### config.mk
export PLATFORM = sky130hd
export DESIGN_NAME = icache_tag_store
export DESIGN_NICKNAME = d
export VERILOG_FILES = /design/src/icache_pkg.sv /design/src/icache_tag_store.sv
export SDC_FILE = /design/constraint.sdc
export NUM_CORES = 2
export LEC_CHECK = 0
export BUFFER_PORTS_ARGS = -buffer_cell sky130_fd_sc_hd__buf_4
export CAP_MARGIN = 20
export CORE_UTILIZATION = 60
export CTS_CLUSTER_DIAMETER = 100
export DETAILED_ROUTE_END_ITERATION = 6
export PLACE_DENSITY = 0.76
export SYNTH_ARGS = -nofsm -noshare
export SYNTH_HDL_FRONTEND = slang
export SYNTH_SLANG_ARGS = --single-unit
export TNS_END_PERCENT = 5
### constraint.sdc
create_clock -name clk -period 7.1 [get_ports clk]
set_input_delay 0.355 -clock clk [delete_from_list [all_inputs] [get_ports clk]]
set_output_delay 0.355 -clock clk [all_outputs]
set_load 0.05 [all_outputs]
### src/icache_pkg.sv
`default_nettype none

package icache_pkg;

  // address and data widths
  localparam int unsigned ADDR_W = 32;
  localparam int unsigned WORD_W = 32;
  localparam int unsigned HALF_W = 16;
  localparam int unsigned ROW_W  = 128;

  // 8 KB direct mapped, 128 lines of 64 bytes
  localparam int unsigned OFFSET_W = 6;
  localparam int unsigned INDEX_W  = 7;
  localparam int unsigned TAG_W    = ADDR_W - INDEX_W - OFFSET_W;

  // offset split: row in line, halfword in row, byte bit
  localparam int unsigned ROW_SEL_W  = 2;
  localparam int unsigned HALF_SEL_W = 3;
  // word lane in a row, fed by the low beat count bits
  localparam int unsigned LANE_W     = 2;

  // refill burst, one 32-bit word per beat
  localparam int unsigned BEATS_PER_LINE = 16;
  // burst length field is beats minus one
  localparam logic [7:0]  REFILL_LEN     = 8'(BEATS_PER_LINE - 1);

  // uncached window, top nibble 0x1
  localparam logic [ADDR_W-1:0] UNCACHED_BASE = 32'h1000_0000;
  localparam logic [ADDR_W-1:0] UNCACHED_MASK = 32'hF000_0000;

  // fetch controller states
  typedef enum logic [2:0] {
    CTRL_RESET    = 3'd0,
    CTRL_IDLE     = 3'd1,
    CTRL_LOOKUP   = 3'd2,
    CTRL_REFILL   = 3'd3,
    CTRL_UNCACHED = 3'd4
  } ctrl_state_e;

  // one data row, written per word lane, read per halfword
  typedef union packed {
    logic [ROW_W/WORD_W-1:0][WORD_W-1:0] words;
    logic [ROW_W/HALF_W-1:0][HALF_W-1:0] halves;
  } row_u;

endpackage

`default_nettype wire

### src/icache_tag_store.sv
`default_nettype none

module icache_tag_store (
  input  logic                           clk,
  input  logic                           rst,
  input  logic [icache_pkg::INDEX_W-1:0] index_i,
  input  logic [icache_pkg::TAG_W-1:0]   tag_i,
  input  logic                           tag_wen_i,
  output logic                           hit_o
);
  import icache_pkg::*;

  // one valid bit and one tag per line
  logic [(1 << INDEX_W)-1:0] valid_q;
  logic [TAG_W-1:0]          tags_q [1 << INDEX_W];

  // all lines invalid out of reset
  always_ff @(posedge clk) begin
    if (rst) begin
      valid_q <= '0;
    end else if (tag_wen_i) begin
      valid_q[index_i] <= 1'b1;
    end
  end

  // tag written with the last refill beat
  always_ff @(posedge clk) begin
    if (tag_wen_i) begin
      tags_q[index_i] <= tag_i;
    end
  end

  // combinational lookup on the held index and tag
  assign hit_o = valid_q[index_i] && (tags_q[index_i] == tag_i);

endmodule

`default_nettype wire

==> metrics.txt <==
drt total wl 308500 µm; Vias slightly below 60000; pwr dens 281.6 nW/µm²; clk_lat worst skew 0.90 ns; fin crit share 95.33%; Slew @ Worst Pin 1.278 ns; Critical Path RT 6.74 ns; net count after synthesis about 5600; asr flop ratio synth 0%; crit path max fanout 77; total clock buffers created by CTS ~240; Placed Instance Area between 100000 and 150000 µm²; Slew Viols, Final 0; Die Area 167300 µm²; vias in the first global route 56544; Max Cap Viol 0; max frequency ~0.15 GHz; worst vdd ir 0.0002670 V; post-route ant nets 0; DRT iter0 DRCs about 11000; Worst path max stage delay between 0.8 and 0.9 ns; post-synthesis cell area 99380 µm²; Total Routing Usage GR a little over a third; clock sink count between 2000 and 3000; Synth-to-Final Area Change 11.76%; final hold vios 0; Initial Utilization 60.78%; Cells after DPL 7612; Min Clock Period, post-route 6.768 ns; share of post-route cells with drive strength above 1 a little under 20%; Die Span X 409.0 µm; Core Area 163500 µm²; Leakage 35.65 nW; drt wl/cell 38.18 µm; Seq cells post-synth 2560; Main synth FF type edfxtp_1; GRT Residual Overflow 0; YS warnings 0; DPL Wire Length 175000 µm; nets@finish 5717; clock root buffer clkbuf_16; worst hold margin 0.04809 ns; Syn Inst Count approximately 5500; count of different cell masters after synthesis between 80 and 90; register area share after synthesis about three quarters; largest net degree at the start of global routing 108; I/O pins 30; Worst Skew 0 ns; DIE HEIGHT 409.0 µm; slowest stage cell, crit path inv_2; CTS max path bufs 3; most frequent CP cell buf_4; Startpoint Class primary input; CTS tree done; number of post-CTS setup repair buffers 0; vias per cell approximately 7.4; First-pass DRT Iterations 7; Non-Filler Instances just over 8000; outcome complete, but fails checks; HP Class in2reg; hold_buf cts 9; RSZ-0062 raised after global routing false; Rows 148; post-synthesis area per instance 17.94 µm²; TNS Setup 0 ns; post_cts resized 0; failing checks design-rule violations; initial antenna violation count 25; Final Wtd Congestion about 0.96; Max-Slew Margin vs Limit 13.92%; critical path capture point type output port; WS Path Type in2out; Clk pin slew, worst setup/hold paths 0.06 ns; Port Buf Inserts 29; H-tree depth 4; # DRC 13; CP Cell Sequence buf_8, inv_2, buf_4, and3_1, o32ai_1, o21ai_0, o211ai_1, o21ai_0, nand3_1, xnor2_1, nor4_1, nor4b_2, buf_4, buf_4; arrival time worst endpoint ~6.4 ns; Setup-failing EPs final 0; final instance area 111100 µm²; first-pass GRT wire length 426300 µm; Post-synth EDFFs 2432
report_power, final:
group          switching [mW]  internal (mW)  leakage [nW]
combinational            1.36          0.499          8.90
clock                    5.67           7.15          3.85
sequential             0.0151           16.6          22.9
flip-flops by register name (all words and copies together), names as in the netlist:
signal / flops
valid_q: 128
tags_q: 2432
layout make-up:
class / count / area [µm²]
Timing Repair Buffer: 272 / 2325
Clock inverter: 139 / 1499
Fill cell: 10099 / 52450
Inverter: 10 / 46.29
Sequential cell: 2560 / 75590
Antenna cell: 11 / 27.53
Clock buffer: 306 / 6391
Multi-Input combinational cell: 2608 / 22460
Tap cell: 2175 / 2721
layout by cell type, fill, tap and decap left out, types with 14 or more instances in the layout:
master and n:
nor2_4 76, nand3_1 37, o21ai_0 152, mux4_2 232, o22ai_1 42, clkinv_1 43
nor2_1 381, o2bb2ai_1 33, nor3_1 26, a211oi_1 51, clkbuf_1 50, clkbuf_8 18
a22oi_1 88, buf_4 238, a21oi_1 230, nand4_1 14, clkinv_2 50, nand2_1 117
a31oi_1 16, a221o_1 47, buf_12 17, o221ai_1 74, a22o_1 43, dfxtp_1 128
edfxtp_1 2432, mux2_2 113, clkbuf_16 238, o211ai_1 37, a2111oi_0 24, mux2i_1 402
nor2_2 50, bufinv_16 21, a221oi_1 124
cells in the mapped netlist, types with 33 or more instances:
library cell / count / area share, %
a211oi_1: 51 / 0.39
a21oi_1: 230 / 1.2
a221o_1: 47 / 0.47
a221oi_1: 124 / 1.1
a22o_1: 43 / 0.38
a22oi_1: 88 / 0.66
buf_2: 113 / 0.57
buf_4: 35 / 0.26
buf_6: 43 / 0.49
clkbuf_1: 127 / 0.48
dfxtp_1: 128 / 2.6
edfxtp_1: 2432 / 73
mux2_2: 113 / 1.3
mux2i_1: 402 / 4.0
mux4_2: 232 / 5.3
nand2_1: 126 / 0.48
nand3_1: 37 / 0.19
nor2_1: 507 / 1.9
o211ai_1: 37 / 0.28
o21ai_0: 152 / 0.77
o221ai_1: 74 / 0.65
o22ai_1: 42 / 0.26
o2bb2ai_1: 33 / 0.29
stage by stage:
stage	utilization [%]	total power [mW]	setup WS [ns]
2_1_floorplan	-	17.78	3.102
5_1_grt	67.91	31.79	0.4885
6_report	67.92	31.27	0.3317
3_5_place_dp	62.99	18.65	0.6450
4_1_cts	67.87	31.14	0.5232
3_3_place_gp	62.98	18.62	0.4631
layer usage:
| layer | share of wire, % | global-route usage [%] | vias to the layer above |
|---|---|---|---|
| li1 | - | - | 22811 |
| met1 | 33 | 47.91 | 29351 |
| met2 | 43 | 52.45 | 6001 |
| met3 | 17 | 13.94 | 1258 |
| met4 | 7.0 | 21.56 | 20 |
| met5 | 0.060 | 0.1437 | - |
critical path: cells and delay by family:
kind,cells,cell delay [ns]
AO/OA/AOI/OAI,4,1.60
AND/OR/NAND/NOR,4,1.81
buffers and inverters,5,2.16
XOR/XNOR,1,0.21
logic make-up (layout without fill, tap and decap cells):
family	after synthesis	after routing	synth area share (%)
compound gates	1048	1048	7.504
other cells	0	11	0
buf+inv	371	727	2.168
mux	754	754	10.74
flops	2560	2560	76.07
simple gates	788	788	3.363
xor+xnor	18	18	0.1586
final timing paths:
path / start / endpoint / slack [ns] / cells after the start
setup reg to reg: valid_q[125]$_SDFFE_PP0P_ / valid_q[125]$_SDFFE_PP0P_ / 6.42 / 2
hold / removal: tag_i[11] / tags_q[75][11]$_DFFE_PP_ / 0.05 / 1
hold reg to reg: valid_q[96]$_SDFFE_PP0P_ / valid_q[96]$_SDFFE_PP0P_ / 0.47 / 2
setup / recovery: index_i[0] / hit_o / 0.33 / 14
No activity file was read; power rests on OpenSTA's default activity.
