**src/icache_pkg.sv**
```systemverilog
`default_nettype none

package icache_pkg;

  // address and data widths
  localparam int unsigned ADDR_W = 32;
  localparam int unsigned WORD_W = 32;
  localparam int unsigned HALF_W = 16;
  localparam int unsigned ROW_W  = 128;

  // 8 KB direct mapped, 128 lines of 64 bytes
  localparam int unsigned OFFSET_W = 6;
  localparam int unsigned INDEX_W  = 7;
  localparam int unsigned TAG_W    = ADDR_W - INDEX_W - OFFSET_W;

  // offset split: row in line, halfword in row, byte bit
  localparam int unsigned ROW_SEL_W  = 2;
  localparam int unsigned HALF_SEL_W = 3;
  // word lane in a row, fed by the low beat count bits
  localparam int unsigned LANE_W     = 2;

  // refill burst, one 32-bit word per beat
  localparam int unsigned BEATS_PER_LINE = 16;
  // burst length field is beats minus one
  localparam logic [7:0]  REFILL_LEN     = 8'(BEATS_PER_LINE - 1);

  // uncached window, top nibble 0x1
  localparam logic [ADDR_W-1:0] UNCACHED_BASE = 32'h1000_0000;
  localparam logic [ADDR_W-1:0] UNCACHED_MASK = 32'hF000_0000;

  // fetch controller states
  typedef enum logic [2:0] {
    CTRL_RESET    = 3'd0,
    CTRL_IDLE     = 3'd1,
    CTRL_LOOKUP   = 3'd2,
    CTRL_REFILL   = 3'd3,
    CTRL_UNCACHED = 3'd4
  } ctrl_state_e;

  // one data row, written per word lane, read per halfword
  typedef union packed {
    logic [ROW_W/WORD_W-1:0][WORD_W-1:0] words;
    logic [ROW_W/HALF_W-1:0][HALF_W-1:0] halves;
  } row_u;

endpackage

`default_nettype wire

```
**src/icache_req_decode.sv**
```systemverilog
`default_nettype none

module icache_req_decode (
  input  logic                              clk,
  input  logic                              rst,
  input  logic                              capture_i,
  input  logic [icache_pkg::ADDR_W-1:0]     fetch_addr_i,
  output logic [icache_pkg::TAG_W-1:0]      tag_o,
  output logic [icache_pkg::INDEX_W-1:0]    index_o,
  output logic [icache_pkg::ROW_SEL_W-1:0]  row_sel_o,
  output logic [icache_pkg::HALF_SEL_W-1:0] half_sel_o,
  output logic [icache_pkg::ADDR_W-1:0]     line_addr_o,
  output logic [icache_pkg::ADDR_W-1:0]     req_addr_o,
  output logic                              uncached_o
);
  import icache_pkg::*;

  logic [ADDR_W-1:0] addr_q;
  logic [ADDR_W-1:0] addr_cur;

  // request address, held for the whole fetch
  always_ff @(posedge clk) begin
    if (rst) begin
      addr_q <= '0;
    end else if (capture_i) begin
      addr_q <= fetch_addr_i;
    end
  end

  // incoming address on the capture cycle so the row read starts early
  assign addr_cur = capture_i ? fetch_addr_i : addr_q;

  // tag | index | row | halfword | byte
  assign tag_o      = addr_cur[ADDR_W-1 -: TAG_W];
  assign index_o    = addr_cur[OFFSET_W +: INDEX_W];
  assign row_sel_o  = addr_cur[OFFSET_W-1 -: ROW_SEL_W];
  assign half_sel_o = addr_cur[1 +: HALF_SEL_W];

  // burst start for a refill
  assign line_addr_o = {addr_cur[ADDR_W-1:OFFSET_W], {OFFSET_W{1'b0}}};
  assign req_addr_o  = addr_cur;

  // fixed io window, never allocated
  assign uncached_o = (addr_cur & UNCACHED_MASK) == UNCACHED_BASE;

endmodule

`default_nettype wire

```
**config.mk**
```make
export PLATFORM = sky130hd
export DESIGN_NAME = icache_req_decode
export DESIGN_NICKNAME = d
export VERILOG_FILES = /design/src/icache_pkg.sv /design/src/icache_req_decode.sv
export SDC_FILE = /design/constraint.sdc
export NUM_CORES = 1
export LEC_CHECK = 0
export BUFFER_PORTS_ARGS = -buffer_cell sky130_fd_sc_hd__buf_2
export CAP_MARGIN = 20
export CORE_MARGIN = 8
export CORE_UTILIZATION = 41
export CTS_BUF_LIST = sky130_fd_sc_hd__clkbuf_8
export DETAILED_ROUTE_END_ITERATION = 6
export PLACE_DENSITY = 0.8
export SLEW_MARGIN = 30
export SYNTH_ARGS = -nofsm -noshare
export SYNTH_HDL_FRONTEND = slang
export SYNTH_SLANG_ARGS = --single-unit
```
**constraint.sdc**
```tcl
create_clock -name clk -period 1.3 [get_ports clk]
set_input_delay 0.195 -clock clk [delete_from_list [all_inputs] [get_ports clk]]
set_output_delay 0.195 -clock clk [all_outputs]
set_load 0.02 [all_outputs]
```
==> flow_summary.toml <==
[status]
status = "finished with violations"
violations = "negative setup slack"

[global_route]
grt_max_degree = 19
antenna_found_initial = 0
grt_pass1_vias = 1257
grt_pass1_wl_um = 5900
grt_overflow = 0
track_usage_pct = 11.4

[detailed_routing]
wirelength_um = 4060
drtIter0Drc = 7
drtPass1Iterations = 4
route.detailed.drc = 0
wl_per_cell_um = 13.6
vias_per_cell = 4.26
via_count = 1273
antenna_left = 0

[clocking]
hold_buffers = 0
clk_pin_slew_ns = 0.07
cts_buffers = 5
clock_sinks = 32
cts_root_buf = "clkbuf_8"
clk_latency_ns = 0.28
clk_path_buf_depth = 2
htreeDepth = 2
cts_tree = "done"

[power]
p_sw_uw = 905
switching_share_pct = 31.4
p_seq_share_pct = 36.5
leakage_uw = 0.00121
power.internal_uw = 1970
power_density_nw_per_um2 = 1270
peakVddDrop_mv = 0.676
comb_power_share_pct = 31.2
p_clk_share_pct = 32.4

[timing]
setup_viol = 49
rsz0062_at_grt = "yes"
fin_crit_ns = 1.48
drv_slew = 0
finClkSkew_ns = 0
fin_ws_ns = -0.179
fin_crit_sh_pct = 114
fmax_mhz = 676
hold_viol_final = 0

[placement]
pre_cts_slack_ns = -0.106
dp_hpwl_um = 3240
gp_congestion = 0.636
portBuffers = 124

[floorplan]
initial_core_util_pct = 41.5
num_io_pins = 131
chipWidth_um = 81.5
rows = 24
dieArea_um2 = 6640
die_h_um = 81.5
core_area_um2 = 4230

[cells_and_area]
synthToLayoutAreaGrowth_pct = 28.7
nNetsFinal = 281
fill_cells = 402
largestRegisters = "addr_q: 32 flops"
final_util_pct = 53.5
regMostFlops = "addr_q"
layout_commonest_cell = "buf_2"
drive_above_1_share_pct = 68.4
largest_register_ffs = 32
diodes = 0
final_cell_mix = "114 x buf_2, 32 x dfxtp_1, 31 x nor2b_1"

[yosys]
netlist_area_um2 = 1760
synth_top_family_by_area = "buffers and inverters"
synth-xor-area-share_pct = 0
netlist_instances = 169
synthTopCellsByArea = "dfxtp_1 36%, buf_4 27%, mux2_2 15%"
muxShareOfSynthArea_pct = 20.6
synth-compound-area-share_pct = 0
yosys_warnings = 0
synth_top_area_share_pct = 36.4
ys_seq_elements = 32
syn_area_per_cell_um2 = 10.4
yosysSeqAreaShare_pct = 36.4
synth_simple_gate_area_share_pct = 11.9
ys_types = 14
synth_top_area_cell = "dfxtp_1"
synth_fa_ha_area_share_pct = 0

[worst_setup_path]
r2r_start = "addr_q[30]"
crit_type = "flop to output pin"
r2r_cells = 4
crit_required_ns = 1.11
cp_cell_sequence = "mux2_4 -> nor4_4 -> buf_4"
crit_path_max_incr_delay_ns = 0.30
worstPathArrival_ns = 1.28
crit_path_max_fanout = 2
r2r_end = "addr_q[30]"
start_kind = "flop"
r2r_slack_ns = 0.24
crit_path_end_kind = "output pin"
cpMaxStageDelayCell = "dfxtp_1"

[worst_hold_path]
min_path_cells = 3
min_from = "fetch_addr_i[0]"
hp-class = "input port to flop"
hold-path-endpoint = "addr_q[0]"

[run]
drv_cap = 0
-- critical path, delay by kind of cell, from the launching register on --
family | cells | cell delay (ns)
flip-flops | 1 | 0.30
multiplexers | 1 | 0.29
AND/OR/NAND/NOR | 1 | 0.24
buffers and inverters | 1 | 0.18
-- kinds of logic (layout without fill, tap and decap cells) --
kind of cell | after synthesis | count (layout)
other cells | 1 | 6
buf+inv | 71 | 144
simple gates | 33 | 33
mux | 32 | 32
flops | 32 | 32
-- worst max path at each step --
stage / start / cells past startpoint / slack, ns / end
after floorplan: capture_i / 3 / -0.05 / uncached_o
after CTS: addr_q[31] / 3 / -0.20 / uncached_o
after global placement: capture_i / 4 / -0.08 / line_addr_o[17]
final: addr_q[30] / 3 / -0.18 / uncached_o
after global routing: addr_q[30] / 3 / -0.23 / uncached_o
after detailed placement: capture_i / 4 / -0.11 / req_addr_o[17]
-- routing by layer --
metal / share of wire [%] / vias up / GRT usage [%]
li1: - / 619 / -
met1: 34 / 577 / 12.0
met2: 50 / 72 / 19.3
met3: 15 / 5 / 6.13
met4: 1.0 / 0 / 3.21
met5: 0 / - / 0
-- what timing repair did --
item / 4_1_cts / 5_1_grt
pin swaps: 1 / 1
setup endpoints to repair: 64 / 90
endpoints found under the hold margin: 0 / 0
gates resized for setup: 24 / 4
setup buffers: 0 / 1
gates cloned: 1 / 0
-- area by class of cell --
type / instances / area [µm²] / area share, %
clock buffers: 5 / 68.8 / 3.04
multi-input cells: 71 / 616 / 27.2
clock inverters: 3 / 42.5 / 1.88
repair buffers: 135 / 827 / 36.5
inverters: 1 / 3.75 / 0.166
well taps: 52 / 65.1 / 2.87
flip-flops and latches: 32 / 641 / 28.3
-- stage by stage --
step | std cells | instance area, µm² | hold WS (ns) | setup TNS [ns] | total power, µW
after floorplan | 174 | 1790 | 0.267 | -0.0705 | 1820
after CTS | 298 | 2240 | 0.257 | -4.82 | 2930
after global placement | 289 | 2020 | 0.550 | -4.00 | 1900
final | 299 | 2260 | 0.266 | -4.09 | 2880
after global routing | 299 | 2260 | 0.284 | -8.77 | 3030
after detailed placement | 289 | 2020 | 0.556 | -4.58 | 1920
-- power by group through the flow --
stage | Sequential (µW) | Clock [µW] | Combinational (µW)
after floorplan | 1070 | 0 | 747
after global placement | 1070 | 0 | 833
after detailed placement | 1070 | 0 | 842
after CTS | 1050 | 975 | 901
after global routing | 1060 | 1020 | 959
final | 1050 | 932 | 897
-- synth_stat cells --
master    count
buf_4        63
dfxtp_1      32
nor2b_1      31
mux2_2       23
mux2_1        7
buf_6         3
clkbuf_1      3
buf_12        1
conb_1        1
inv_1         1
mux2_4        1
mux2i_1       1
nor2_1        1
nor4_2        1
Note: power is estimated with default switching activity, not from simulation.
