### src/icache_pkg.sv
`default_nettype none

package icache_pkg;

  // address and data widths
  localparam int unsigned ADDR_W = 32;
  localparam int unsigned WORD_W = 32;
  localparam int unsigned HALF_W = 16;
  localparam int unsigned ROW_W  = 128;

  // 8 KB direct mapped, 128 lines of 64 bytes
  localparam int unsigned OFFSET_W = 6;
  localparam int unsigned INDEX_W  = 7;
  localparam int unsigned TAG_W    = ADDR_W - INDEX_W - OFFSET_W;

  // offset split: row in line, halfword in row, byte bit
  localparam int unsigned ROW_SEL_W  = 2;
  localparam int unsigned HALF_SEL_W = 3;
  // word lane in a row, fed by the low beat count bits
  localparam int unsigned LANE_W     = 2;

  // refill burst, one 32-bit word per beat
  localparam int unsigned BEATS_PER_LINE = 16;
  // burst length field is beats minus one
  localparam logic [7:0]  REFILL_LEN     = 8'(BEATS_PER_LINE - 1);

  // uncached window, top nibble 0x1
  localparam logic [ADDR_W-1:0] UNCACHED_BASE = 32'h1000_0000;
  localparam logic [ADDR_W-1:0] UNCACHED_MASK = 32'hF000_0000;

  // fetch controller states
  typedef enum logic [2:0] {
    CTRL_RESET    = 3'd0,
    CTRL_IDLE     = 3'd1,
    CTRL_LOOKUP   = 3'd2,
    CTRL_REFILL   = 3'd3,
    CTRL_UNCACHED = 3'd4
  } ctrl_state_e;

  // one data row, written per word lane, read per halfword
  typedef union packed {
    logic [ROW_W/WORD_W-1:0][WORD_W-1:0] words;
    logic [ROW_W/HALF_W-1:0][HALF_W-1:0] halves;
  } row_u;

endpackage

`default_nettype wire

### src/icache_inst_align.sv
`default_nettype none

module icache_inst_align (
  input  icache_pkg::row_u                  row_i,
  input  logic [icache_pkg::HALF_SEL_W-1:0] half_sel_i,
  input  logic [icache_pkg::WORD_W-1:0]     uncached_word_i,
  input  logic                              use_uncached_i,
  output logic [icache_pkg::WORD_W-1:0]     inst_o
);
  import icache_pkg::*;

  logic [HALF_SEL_W-1:0] next_sel;
  logic [HALF_W-1:0]     cur_half;
  logic [HALF_W-1:0]     next_half;
  logic                  full_len;
  logic                  last_half;

  // wraps at the row end, ignored there
  assign next_sel  = half_sel_i + 1'b1;
  assign cur_half  = row_i.halves[half_sel_i];
  assign next_half = row_i.halves[next_sel];

  // rv quadrant 3 means a 32-bit instruction
  assign full_len  = cur_half[1:0] == 2'b11;
  // no upper half available in this row
  assign last_half = half_sel_i == {HALF_SEL_W{1'b1}};

  always_comb begin
    if (use_uncached_i) begin
      // io word returned as read
      inst_o = uncached_word_i;
    end else if (full_len && !last_half) begin
      inst_o = {next_half, cur_half};
    end else begin
      // compressed, or a split 32-bit one with zero upper half
      inst_o = {{(WORD_W - HALF_W){1'b0}}, cur_half};
    end
  end

endmodule

`default_nettype wire

### config.mk
export PLATFORM = sky130hd
export DESIGN_NAME = icache_inst_align
export DESIGN_NICKNAME = d
export VERILOG_FILES = /design/src/icache_pkg.sv /design/src/icache_inst_align.sv
export SDC_FILE = /design/constraint.sdc
export NUM_CORES = 1
export LEC_CHECK = 0
export ABC_AREA = 1
export BUFFER_PORTS_ARGS = -buffer_cell sky130_fd_sc_hd__buf_2
export CORE_ASPECT_RATIO = 1.25
export CORE_MARGIN = 1.5
export CORE_UTILIZATION = 36
export DETAILED_ROUTE_END_ITERATION = 16
export GPL_TIMING_DRIVEN = 0
export PLACE_DENSITY = 0.7
export SLEW_MARGIN = 20
export SYNTH_ARGS = -nofsm -noshare
export SYNTH_HDL_FRONTEND = slang
export SYNTH_SLANG_ARGS = --single-unit
### constraint.sdc
create_clock -name vclk -period 1.7
set_input_delay 0.085 -clock vclk [all_inputs]
set_output_delay 0.085 -clock vclk [all_outputs]
set_load 0.005 [all_outputs]
==> run summary <==
The run finished with clean final reports. The count of warnings emitted by yosys is 0. The die covers between 0.008 and 0.009 mm^2. The switching power total is around 0.0008 W.

The maximum number of pins on one net before global-route repair came out at 11. The first global-routing pass estimated 24160 um of wire. For this block, the initial DRC count from the detailed router was between 400 and 500.

The total of endpoints with negative setup slack in the final report came out at 0. The count of pins over their slew limit came out at 0. Summed over all layers, the routed wires come to between 15000 and 20000 um.

The initial antenna violation count came out at 0. The post-synth net total came out at approximately 770. Of the total power, combinational logic draws 1.000.

The final RePlAce weighted congestion is 1.029. The top cell types in the final layout, fill and taps aside, are sky130_fd_sc_hd__buf_2, sky130_fd_sc_hd__nand2_1, sky130_fd_sc_hd__nand3_1, sky130_fd_sc_hd__inv_1, sky130_fd_sc_hd__o211ai_1. The clock buffers instantiated in the layout total 0.

The average instance area after synthesis is 4.967 um^2. The detail route stage leaves a number of antenna-violating nets equal to 0. The repair_antennas step left the layout with diodes totalling 0.

The largest single stage delay on the critical path is 0.23 ns. Of the total power, the share spent switching nets is 0.5802. The adder and majority cell fraction of the synthesized area came out at 0.008410. The power density normalized to cell area came out at between 300 and 400 mW/mm^2.

The final count of hold timing violations is 0. The reported max-cap violation count is 0. Including well taps, the total number of placed cells is around 890.

The post-synthesis share of cell area spent on and, or, nand and nor gates is 0.4138. The cell-internal power came out at about 0.00057 W. On the final layout, the worst hold slack is 0.4312 ns.

The clock power share is 0. The clock period minus worst slack came out at about 1.6 ns. Summed over all cells, the static leakage comes to 2.364 nW. The critical path in this run is classified as in -> out. The aggregate negative setup slack came out at 0 ns.

The remaining global-route overflow is 0. In this run the horizontal extent of the chip is ~84 um. The fmax is approximately 0.62 GHz. Counting every instance in the synthesized netlist gives about 600. The area of all sequential standard cells came out at 0 um^2. The core area came out at around 0.0079 mm^2.

The number of distinct library cells after synthesis came out at 23. The maximum fanout along the worst path came out at 10. At the pin with the least slew margin, the transition time is about 0.72 ns. The total half-perimeter wirelength after legalization and detailed placement is 12260 um. The summed instance area of the synthesized netlist came out at roughly 0.0030 mm^2. The normalized max-slew margin is 0.5181. For this run, design rule violations remaining after detail routing come to 0.

The arrival time of the worst setup path is approximately 1.5 ns. The design has 0 sequential cells. The via count of the first global-routing pass is between 4000 and 5000. The cell row count came out at 36. The worst setup path is captured at an output pin. The initial utilization of the core area, before any placement, comes to 0.3753. Walking the worst path, the cells encountered are buf_2 -> buf_6 -> buf_8 -> buf_4 -> a21oi_1 -> o21ai_0 -> a21oi_1 -> nor2_1 -> nand2_1 -> nand2_1 -> buf_2. The total via count after detailed routing is 5114. The quantity of I/O buffers inserted on ports is a little under 200. The post-route clock period utilization is 0.9470. The sequential area share after synthesis is 0. The quantity of hold-fixing buffers added after cts came out at 0. The layout overhead on the synthesized area is 42.51%.

The path class of the tightest hold or removal check is in -> out. The number of nets in the layout is 967. The peak supply drop is 155.5 uV. Dividing the detail-routed via count by the number of cells gives about 5.7. The fraction of power consumed by sequential logic is 0. The data required time of the worst path came out at 1.62 ns. After synthesis, the share of cell area in mux cells is 0. The share of cells above drive strength 1 is 0.3454. Among all stages on the critical path, the largest delay is contributed by sky130_fd_sc_hd__a21oi_1. After the flow finishes, the layout carries non-filler instances totaling around 900. The top-level port count came out at 196.

The compound-cell area share of the yosys netlist is 0.3717. The multi-input combinational cell area came out at 0.002404 mm^2. After synthesis, the largest family of logic cells by area is simple AND/OR/NAND/NOR gates.

The worst setup path is launched from an input pin. The die outline height came out at between 100 and 150 um. The detailed-router iteration count before antenna repair came out at 5.

The layout has roughly 900 filler cells. The final routed wire length divided by cell count came out at 17.54 um. The library cell used most frequently in the layout, excluding fill and tap cells, is sky130_fd_sc_hd__buf_2. The overall track demand over capacity in global routing came out at 0.3388. The xor/xnor share of the synthesized area came out at 0.
## metrics by stage
stage / setup WS [ns] / utilization / power, W / area (um^2)
floorplan: 0.3702 / - / 0.0007167 / 2975
global placement: -0.3293 / 0.5134 / 0.001225 / 4070
detailed placement: -0.3332 / 0.5134 / 0.001239 / 4070
CTS: -0.004337 / 0.5185 / 0.001265 / 4110
global route: -0.002656 / 0.5349 / 0.001487 / 4240
finish: 0.09002 / 0.5349 / 0.001358 / 4240
## power groups by stage
stage / clock network [W] / logic, W / registers [W]
final: 0 / 0.00136 / 0
after CTS: 0 / 0.00127 / 0
after global routing: 0 / 0.00149 / 0
after detailed placement: 0 / 0.00124 / 0
after floorplan: 0 / 0.000717 / 0
after global placement: 0 / 0.00123 / 0
## cells in the mapped netlist
cell type / instances / area [um^2]
sky130_fd_sc_hd__nand2_1: 188 / 705.7
sky130_fd_sc_hd__nand3_1: 73 / 365.4
sky130_fd_sc_hd__inv_1: 62 / 232.7
sky130_fd_sc_hd__a21oi_1: 52 / 260.3
sky130_fd_sc_hd__o211ai_1: 50 / 375.4
sky130_fd_sc_hd__o21ai_0: 46 / 230.2
sky130_fd_sc_hd__nor2_1: 37 / 138.9
sky130_fd_sc_hd__clkbuf_1: 18 / 67.56
sky130_fd_sc_hd__buf_2: 15 / 75.07
sky130_fd_sc_hd__o21ai_1: 13 / 65.06
sky130_fd_sc_hd__buf_6: 12 / 135.1
sky130_fd_sc_hd__o211ai_2: 7 / 87.58
sky130_fd_sc_hd__a21oi_2: 5 / 43.79
sky130_fd_sc_hd__buf_4: 5 / 37.54
sky130_fd_sc_hd__o21ai_2: 5 / 43.79
sky130_fd_sc_hd__buf_8: 2 / 30.03
sky130_fd_sc_hd__ha_1: 2 / 25.02
sky130_fd_sc_hd__inv_2: 2 / 7.510
sky130_fd_sc_hd__buf_1: 1 / 3.750
sky130_fd_sc_hd__buf_12: 1 / 20.02
sky130_fd_sc_hd__clkinv_1: 1 / 3.750
sky130_fd_sc_hd__nand3_2: 1 / 10.01
sky130_fd_sc_hd__nor2_4: 1 / 11.26
## critical path: cells and delay by family
| kind | cells | cell delay [ns] |
|---|---|---|
| AO/OA/AOI/OAI | 3 | 0.45 |
| buffers and inverters | 5 | 0.73 |
| AND/OR/NAND/NOR | 3 | 0.27 |
## final cells by class
type                            instances  area share
Timing Repair inverter                  1    0.001770
Tap cell                               95     0.02803
Multi-Input combinational cell        480      0.5668
Buffer                                 54      0.1042
Inverter                               65     0.05901
Timing Repair Buffer                  199      0.2402
## cell families after synthesis
family | count (synthesis)
buffers and inverters | 119
AO/OA/AOI/OAI | 178
AND/OR/NAND/NOR | 300
adder cells (fa/ha/maj) | 2
## final timing paths
path                            start         end  slack, ns  cells after the start
setup / recovery        half_sel_i[0]  inst_o[28]       0.09                     11
hold / removal    uncached_word_i[10]  inst_o[10]       0.43                      4
## layer usage
layer | vias up | share of wire | global-route usage
met5 | - | 0 | 0
met4 | 0 | 0.045 | 0.1487
met1 | 2229 | 0.37 | 0.4165
li1 | 2406 | - | -
met3 | 75 | 0.098 | 0.03555
met2 | 404 | 0.48 | 0.5897
## repair_timing
| item | CTS | global route |
|---|---|---|
| setup buffers | 0 | 4 |
| gates resized for setup | 16 | 34 |
| pin swaps | 0 | 2 |
| hold endpoints to repair | 0 | 0 |
| cloned | 0 | 1 |
| endpoints found under the setup margin | 16 | 29 |
No activity file was read; power rests on OpenSTA's default activity.
