`src/icache_pkg.sv`:
```
`default_nettype none

package icache_pkg;

  // address and data widths
  localparam int unsigned ADDR_W = 32;
  localparam int unsigned WORD_W = 32;
  localparam int unsigned HALF_W = 16;
  localparam int unsigned ROW_W  = 128;

  // 8 KB direct mapped, 128 lines of 64 bytes
  localparam int unsigned OFFSET_W = 6;
  localparam int unsigned INDEX_W  = 7;
  localparam int unsigned TAG_W    = ADDR_W - INDEX_W - OFFSET_W;

  // offset split: row in line, halfword in row, byte bit
  localparam int unsigned ROW_SEL_W  = 2;
  localparam int unsigned HALF_SEL_W = 3;
  // word lane in a row, fed by the low beat count bits
  localparam int unsigned LANE_W     = 2;

  // refill burst, one 32-bit word per beat
  localparam int unsigned BEATS_PER_LINE = 16;
  // burst length field is beats minus one
  localparam logic [7:0]  REFILL_LEN     = 8'(BEATS_PER_LINE - 1);

  // uncached window, top nibble 0x1
  localparam logic [ADDR_W-1:0] UNCACHED_BASE = 32'h1000_0000;
  localparam logic [ADDR_W-1:0] UNCACHED_MASK = 32'hF000_0000;

  // fetch controller states
  typedef enum logic [2:0] {
    CTRL_RESET    = 3'd0,
    CTRL_IDLE     = 3'd1,
    CTRL_LOOKUP   = 3'd2,
    CTRL_REFILL   = 3'd3,
    CTRL_UNCACHED = 3'd4
  } ctrl_state_e;

  // one data row, written per word lane, read per halfword
  typedef union packed {
    logic [ROW_W/WORD_W-1:0][WORD_W-1:0] words;
    logic [ROW_W/HALF_W-1:0][HALF_W-1:0] halves;
  } row_u;

endpackage

`default_nettype wire

```
`src/icache_refill_if.sv`:
```
`default_nettype none

interface icache_refill_if;
  import icache_pkg::*;

  // one write per cycle while wen is high, no handshake
  logic                         wen;
  // {line index, row select}
  logic [INDEX_W+ROW_SEL_W-1:0] row;
  // word lane inside the row
  logic [LANE_W-1:0]            lane;
  // refill beat as it came from memory
  logic [WORD_W-1:0]            wdata;

  // miss controller side
  modport ctrl (
    output wen, row, lane, wdata
  );

  // data store side
  modport store (
    input wen, row, lane, wdata
  );

endinterface

`default_nettype wire

```
`src/icache_miss_ctrl.sv`:
```
`default_nettype none

module icache_miss_ctrl (
  input  logic                           clk,
  input  logic                           rst,
  input  logic                           fetch_valid_i,
  input  logic                           hit_i,
  input  logic                           uncached_i,
  input  logic [icache_pkg::INDEX_W-1:0] index_i,
  input  logic [icache_pkg::ADDR_W-1:0]  line_addr_i,
  input  logic [icache_pkg::ADDR_W-1:0]  req_addr_i,
  input  logic                           mem_beat_i,
  input  logic [icache_pkg::WORD_W-1:0]  mem_rdata_i,
  output logic                           capture_o,
  output logic                           tag_wen_o,
  output logic [icache_pkg::ADDR_W-1:0]  mem_addr_o,
  output logic                           mem_req_o,
  output logic [7:0]                     mem_len_o,
  output logic                           done_o,
  output logic [icache_pkg::WORD_W-1:0]  uncached_word_o,
  output logic                           use_uncached_o,
  icache_refill_if.ctrl                  refill
);
  import icache_pkg::*;

  ctrl_state_e                       state_q;
  logic [$clog2(BEATS_PER_LINE)-1:0] beat_cnt_q;
  logic                              uc_done_q;
  logic                              refill_beat;
  logic                              last_beat;

  // beat count reaches the burst length
  assign last_beat   = beat_cnt_q == mem_len_o[$bits(beat_cnt_q)-1:0];
  assign refill_beat = (state_q == CTRL_REFILL) && mem_beat_i;

  // no capture in the done cycle, cpu still holds the old request
  assign capture_o = (state_q == CTRL_IDLE) && fetch_valid_i && !uc_done_q;

  always_ff @(posedge clk) begin
    if (rst) begin
      state_q    <= CTRL_RESET;
      mem_req_o  <= 1'b0;
      beat_cnt_q <= '0;
      uc_done_q  <= 1'b0;
    end else begin
      uc_done_q <= 1'b0;
      case (state_q)
        CTRL_RESET: begin
          state_q <= CTRL_IDLE;
        end
        CTRL_IDLE: begin
          if (capture_o) begin
            state_q <= CTRL_LOOKUP;
          end
        end
        CTRL_LOOKUP: begin
          beat_cnt_q <= '0;
          // io window bypasses the tag check
          if (uncached_i) begin
            state_q   <= CTRL_UNCACHED;
            mem_req_o <= 1'b1;
          end else if (hit_i) begin
            state_q <= CTRL_IDLE;
          end else begin
            state_q   <= CTRL_REFILL;
            mem_req_o <= 1'b1;
          end
        end
        CTRL_REFILL: begin
          if (mem_beat_i) begin
            beat_cnt_q <= beat_cnt_q + 1'b1;
            // line complete, back to idle for a second lookup
            if (last_beat) begin
              mem_req_o <= 1'b0;
              state_q   <= CTRL_IDLE;
            end
          end
        end
        CTRL_UNCACHED: begin
          // single beat, answered next cycle
          if (mem_beat_i) begin
            mem_req_o <= 1'b0;
            uc_done_q <= 1'b1;
            state_q   <= CTRL_IDLE;
          end
        end
        default: begin
          state_q <= CTRL_IDLE;
        end
      endcase
    end
  end

  // burst setup, stable while mem_req_o is high
  always_ff @(posedge clk) begin
    if (state_q == CTRL_LOOKUP) begin
      if (uncached_i) begin
        mem_addr_o <= req_addr_i;
        mem_len_o  <= 8'd0;
      end else begin
        mem_addr_o <= line_addr_i;
        mem_len_o  <= REFILL_LEN;
      end
    end
  end

  // uncached beat kept for the done cycle
  always_ff @(posedge clk) begin
    if ((state_q == CTRL_UNCACHED) && mem_beat_i) begin
      uncached_word_o <= mem_rdata_i;
    end
  end

  // beat n goes to row n/4, lane n%4
  assign refill.wen   = refill_beat;
  assign refill.row   = {index_i, beat_cnt_q[LANE_W +: ROW_SEL_W]};
  assign refill.lane  = beat_cnt_q[LANE_W-1:0];
  assign refill.wdata = mem_rdata_i;

  // tag goes valid with the last beat
  assign tag_wen_o = refill_beat && last_beat;

  // hit in lookup or the registered uncached beat
  assign done_o         = ((state_q == CTRL_LOOKUP) && !uncached_i && hit_i) || uc_done_q;
  assign use_uncached_o = uc_done_q;

endmodule

`default_nettype wire

```
`src/flat_wrapper.sv`:
```
// flat-port wrapper written by rule: the top's interface ports become plain ports
module icache_miss_ctrl_flat import icache_pkg::*;
  (clk, rst, fetch_valid_i, hit_i, uncached_i, index_i, line_addr_i, req_addr_i, mem_beat_i, mem_rdata_i, capture_o, tag_wen_o, mem_addr_o, mem_req_o, mem_len_o, done_o, uncached_word_o, use_uncached_o, refill_wen, refill_row, refill_lane, refill_wdata);
  icache_refill_if refill_i ();
  input  logic clk;
  input  logic rst;
  input  logic fetch_valid_i;
  input  logic hit_i;
  input  logic uncached_i;
  input  logic [icache_pkg::INDEX_W-1:0] index_i;
  input  logic [icache_pkg::ADDR_W-1:0] line_addr_i;
  input  logic [icache_pkg::ADDR_W-1:0] req_addr_i;
  input  logic mem_beat_i;
  input  logic [icache_pkg::WORD_W-1:0] mem_rdata_i;
  output logic capture_o;
  output logic tag_wen_o;
  output logic [icache_pkg::ADDR_W-1:0] mem_addr_o;
  output logic mem_req_o;
  output logic [7:0] mem_len_o;
  output logic done_o;
  output logic [icache_pkg::WORD_W-1:0] uncached_word_o;
  output logic use_uncached_o;
  output wire logic [$bits(refill_i.wen)-1:0] refill_wen;
  output wire logic [$bits(refill_i.row)-1:0] refill_row;
  output wire logic [$bits(refill_i.lane)-1:0] refill_lane;
  output wire logic [$bits(refill_i.wdata)-1:0] refill_wdata;
  assign refill_wen = refill_i.wen;
  assign refill_row = refill_i.row;
  assign refill_lane = refill_i.lane;
  assign refill_wdata = refill_i.wdata;
  icache_miss_ctrl u_core (.clk(clk), .rst(rst), .fetch_valid_i(fetch_valid_i), .hit_i(hit_i), .uncached_i(uncached_i), .index_i(index_i), .line_addr_i(line_addr_i), .req_addr_i(req_addr_i), .mem_beat_i(mem_beat_i), .mem_rdata_i(mem_rdata_i), .capture_o(capture_o), .tag_wen_o(tag_wen_o), .mem_addr_o(mem_addr_o), .mem_req_o(mem_req_o), .mem_len_o(mem_len_o), .done_o(done_o), .uncached_word_o(uncached_word_o), .use_uncached_o(use_uncached_o), .refill(refill_i));
endmodule
```
`config.mk`:
```
export PLATFORM = sky130hd
export DESIGN_NAME = icache_miss_ctrl_flat
export DESIGN_NICKNAME = d
export VERILOG_FILES = /design/src/icache_pkg.sv /design/src/icache_refill_if.sv /design/src/icache_miss_ctrl.sv /design/src/flat_wrapper.sv
export SDC_FILE = /design/constraint.sdc
export NUM_CORES = 1
export LEC_CHECK = 0
export BUFFER_PORTS_ARGS = -buffer_cell sky130_fd_sc_hd__clkbuf_2
export CAP_MARGIN = 40
export CORE_ASPECT_RATIO = 0.9
export CORE_MARGIN = 5
export CORE_UTILIZATION = 35
export DETAILED_ROUTE_END_ITERATION = 12
export PLACE_DENSITY = 0.79
export SLEW_MARGIN = 30
export SYNTH_ARGS = -nofsm -noshare
export SYNTH_HDL_FRONTEND = slang
export SYNTH_SLANG_ARGS = --single-unit
```
`constraint.sdc`:
```
create_clock -name clk -period 3.45 [get_ports clk]
set_input_delay 0.1725 -clock clk [delete_from_list [all_inputs] [get_ports clk]]
set_output_delay 0.1725 -clock clk [all_outputs]
set_load 0.1 [all_outputs]
```
==> impl_metrics.json <==
{
  "status": "complete, no violations",
  "cts_sinks": 74,
  "endpoint_kind": "output pin",
  "yosys_warnings": 0,
  "nets": 506,
  "synth_common_cells": "edfxtp_1 (65), buf_4 (46), mux2_2 (32), dfxtp_1 (9)",
  "placed_cell_area_um2": 4140,
  "n_fill_cell": 816,
  "antenna_found_initial": 0,
  "reg2reg_setup_slack_ns": 1.65,
  "p_leak_nw": 1.98,
  "cts.clk_slew.worst_paths_ns": 0.07,
  "maxSlewHeadroom": 0.628,
  "drt_pass1_iterations": 4,
  "final_area_um2": 4410,
  "rsz0062_at_grt": "false",
  "r2r_cells": 3,
  "startpoint": "u_core.state_q[0]$_SDFFE_PP0P_",
  "synth-seq-area-share": 0.657,
  "place.gp.congestion": 0.836,
  "num_antenna_cells": 0,
  "clk_path_buf_depth": 2,
  "post_cts_buffers": 0,
  "synth-edff-count": 65,
  "dr_total_vias": 2297,
  "ys_types": 42,
  "reg2reg_from": "u_core.state_q[1]$_SDFFE_PP0P_",
  "grt_max_degree": 38,
  "startpoint_type": "register",
  "ys.flop_type": "edfxtp_1",
  "setup_violations": 0,
  "yosys.area.top_type_share": 0.602,
  "track_usage": 0.137,
  "design_power_total_mw": 2.27,
  "min_from": "mem_rdata_i[20]",
  "min_path_type": "primary input to register",
  "syn_avg_cell_area_um2": 15.2,
  "synth_area_um2": 3240,
  "start_util": 0.357,
  "die_x_um": 111,
  "ant_nets": 0,
  "root_buffer": "clkbuf_8",
  "worst_pin_slew_ns": 0.560,
  "die_height_um": 101,
  "drt-total-wl_um": 7870,
  "fp.dieArea_um2": 11300,
  "core_area_um2": 9080,
  "grt_pass1_wl_um": 11700,
  "setup-tns-final_ns": 0,
  "insertion_delay_ns": 0.34,
  "max_freq_ghz": 0.439,
  "grt_pass1_vias": 2333,
  "netlist_top_cells_area": "edfxtp_1 (60%), mux2_2 (11%), buf_4 (11%)",
  "dp_slack_ns": 1.47,
  "timing.final.ws_setup_ns": 1.17,
  "syn_inst": 214,
  "grt-ovfl-total": 0,
  "drv_slew": 0,
  "critical_path_class": "register to output pin",
  "maxCapViolCount": 0,
  "synth_most_common_cell": "edfxtp_1",
  "rows": 33,
  "viasPerCell": 4.39,
  "cp.arrival_ns": 2.11,
  "period_minus_slack_ns": 2.28,
  "dpl.hpwl_um": 6290,
  "routedWlPerCell_um": 15.1,
  "cp_max_fo": 13,
  "cts_tree": "done",
  "synth-seq-cells": 74,
  "drt_iter0_markers": 87,
  "io_pins": 230,
  "route.detailed.drc": 0,
  "r2r_end": "u_core.mem_addr_o[27]$_DFFE_PP_",
  "hold_viol": 0,
  "area_growth_pct": 35.8,
  "powerDensity_nw_per_um2": 514,
  "htree_levels": 3,
  "synthArstFlopShare": 0,
  "post-place-cells": 500,
  "finClkSkew_ns": 0.00987,
  "port_buffers": 211,
  "finalCritPeriodShare": 0.660,
  "final_cells": 523,
  "drive_gt1_frac": 0.673,
  "hold_end": "u_core.uncached_word_o[20]$_DFFE_PP_",
  "min_path_cells": 1,
  "synth_area_leader_cell": "edfxtp_1",
  "numCtsBuffers": 9,
  "crit_required_ns": 3.28,
  "ir_drop_v": 0.000340
}
-- final cells by class --
class | instances | area, um2 | share of cell area
well taps | 122 | 153 | 0.0346
inverters | 5 | 18.8 | 0.00426
flip-flops and latches | 74 | 2130 | 0.484
multi-input cells | 86 | 747 | 0.170
clock buffers | 10 | 128 | 0.0290
repair buffers | 220 | 1170 | 0.266
clock inverters | 6 | 57.6 | 0.0131
-- flip-flops by register name, indices dropped and copies added (netlist names) --
signal and flops:
u_core.uncached_word_o 32, u_core.use_uncached_o 1, u_core.mem_len_o 1, u_core.mem_addr_o 32
u_core.state_q 3, u_core.beat_cnt_q 4, u_core.mem_req_o 1
-- critical path, stage by stage (launching register included) --
cell and delay, ns:
dfxtp_1 0.64, nand3b_4 0.16, or2_1 0.26, inv_1 0.12, and2_2 0.15, clkbuf_2 0.44
-- cell families after synthesis --
group | count (synthesis) | synth area share
flops | 74 | 0.657
buf+inv | 57 | 0.121
mux | 33 | 0.114
simple gates | 28 | 0.0544
compound gates | 18 | 0.0428
xor+xnor | 2 | 0.00540
fa+ha+maj | 1 | 0.00386
other cells | 1 | 0.00116
-- power by group --
part	internal (mW)	switching (mW)	total [mW]
logic	0.128	0.479	0.608
clock network	0.328	0.292	0.619
registers	1.02	0.0228	1.04
-- layer usage --
layer | GRT usage | part of all wire | vias to the layer above
met3 | 0.0669 | 0.11 | 14
li1 | - | - | 1096
met4 | 0.0561 | 0.017 | 0
met5 | 0 | 0 | -
met2 | 0.244 | 0.51 | 148
met1 | 0.138 | 0.37 | 1039
-- cells in the final DEF, fill, tap and decap left out, types with 2 or more instances in the layout --
cell,netlist,final
clkinvlp_4,0,2
nand3_1,2,2
nor2_1,5,3
nand2_1,5,5
edfxtp_1,65,65
inv_1,5,5
nor3_1,3,3
nand2b_1,2,2
clkbuf_2,0,211
dfxtp_1,9,9
mux2_2,32,32
o21ai_0,3,3
dlygate4sd3_1,0,6
clkinv_1,0,2
clkbuf_8,0,9
conb_1,1,4
a21oi_1,3,3
-- repair_timing --
action / in CTS / in global routing
hold buffers: 6 / 0
gates resized for setup: 0 / 0
hold endpoints to repair: 6 / 0
-- how the worst max path moves through the flow --
| stage | endpoint | cells past startpoint | slack, ns |
|---|---|---|---|
| floorplan | capture_o | 2 | 0.59 |
| global placement | u_core.mem_addr_o[8]$_DFFE_PP_ | 2 | 1.53 |
| detailed placement | done_o | 4 | 1.47 |
| CTS | tag_wen_o | 5 | 1.13 |
| global route | tag_wen_o | 5 | 1.00 |
| finish | tag_wen_o | 5 | 1.17 |
-- through the flow --
step                      hold WS, ns  utilization
after global placement          0.346        0.453
final                          0.0363        0.485
after detailed placement        0.346        0.456
after global routing          0.00248        0.485
after CTS                     0.00102        0.483
after floorplan                 0.237            -
(Power assumes the default switching activity.)
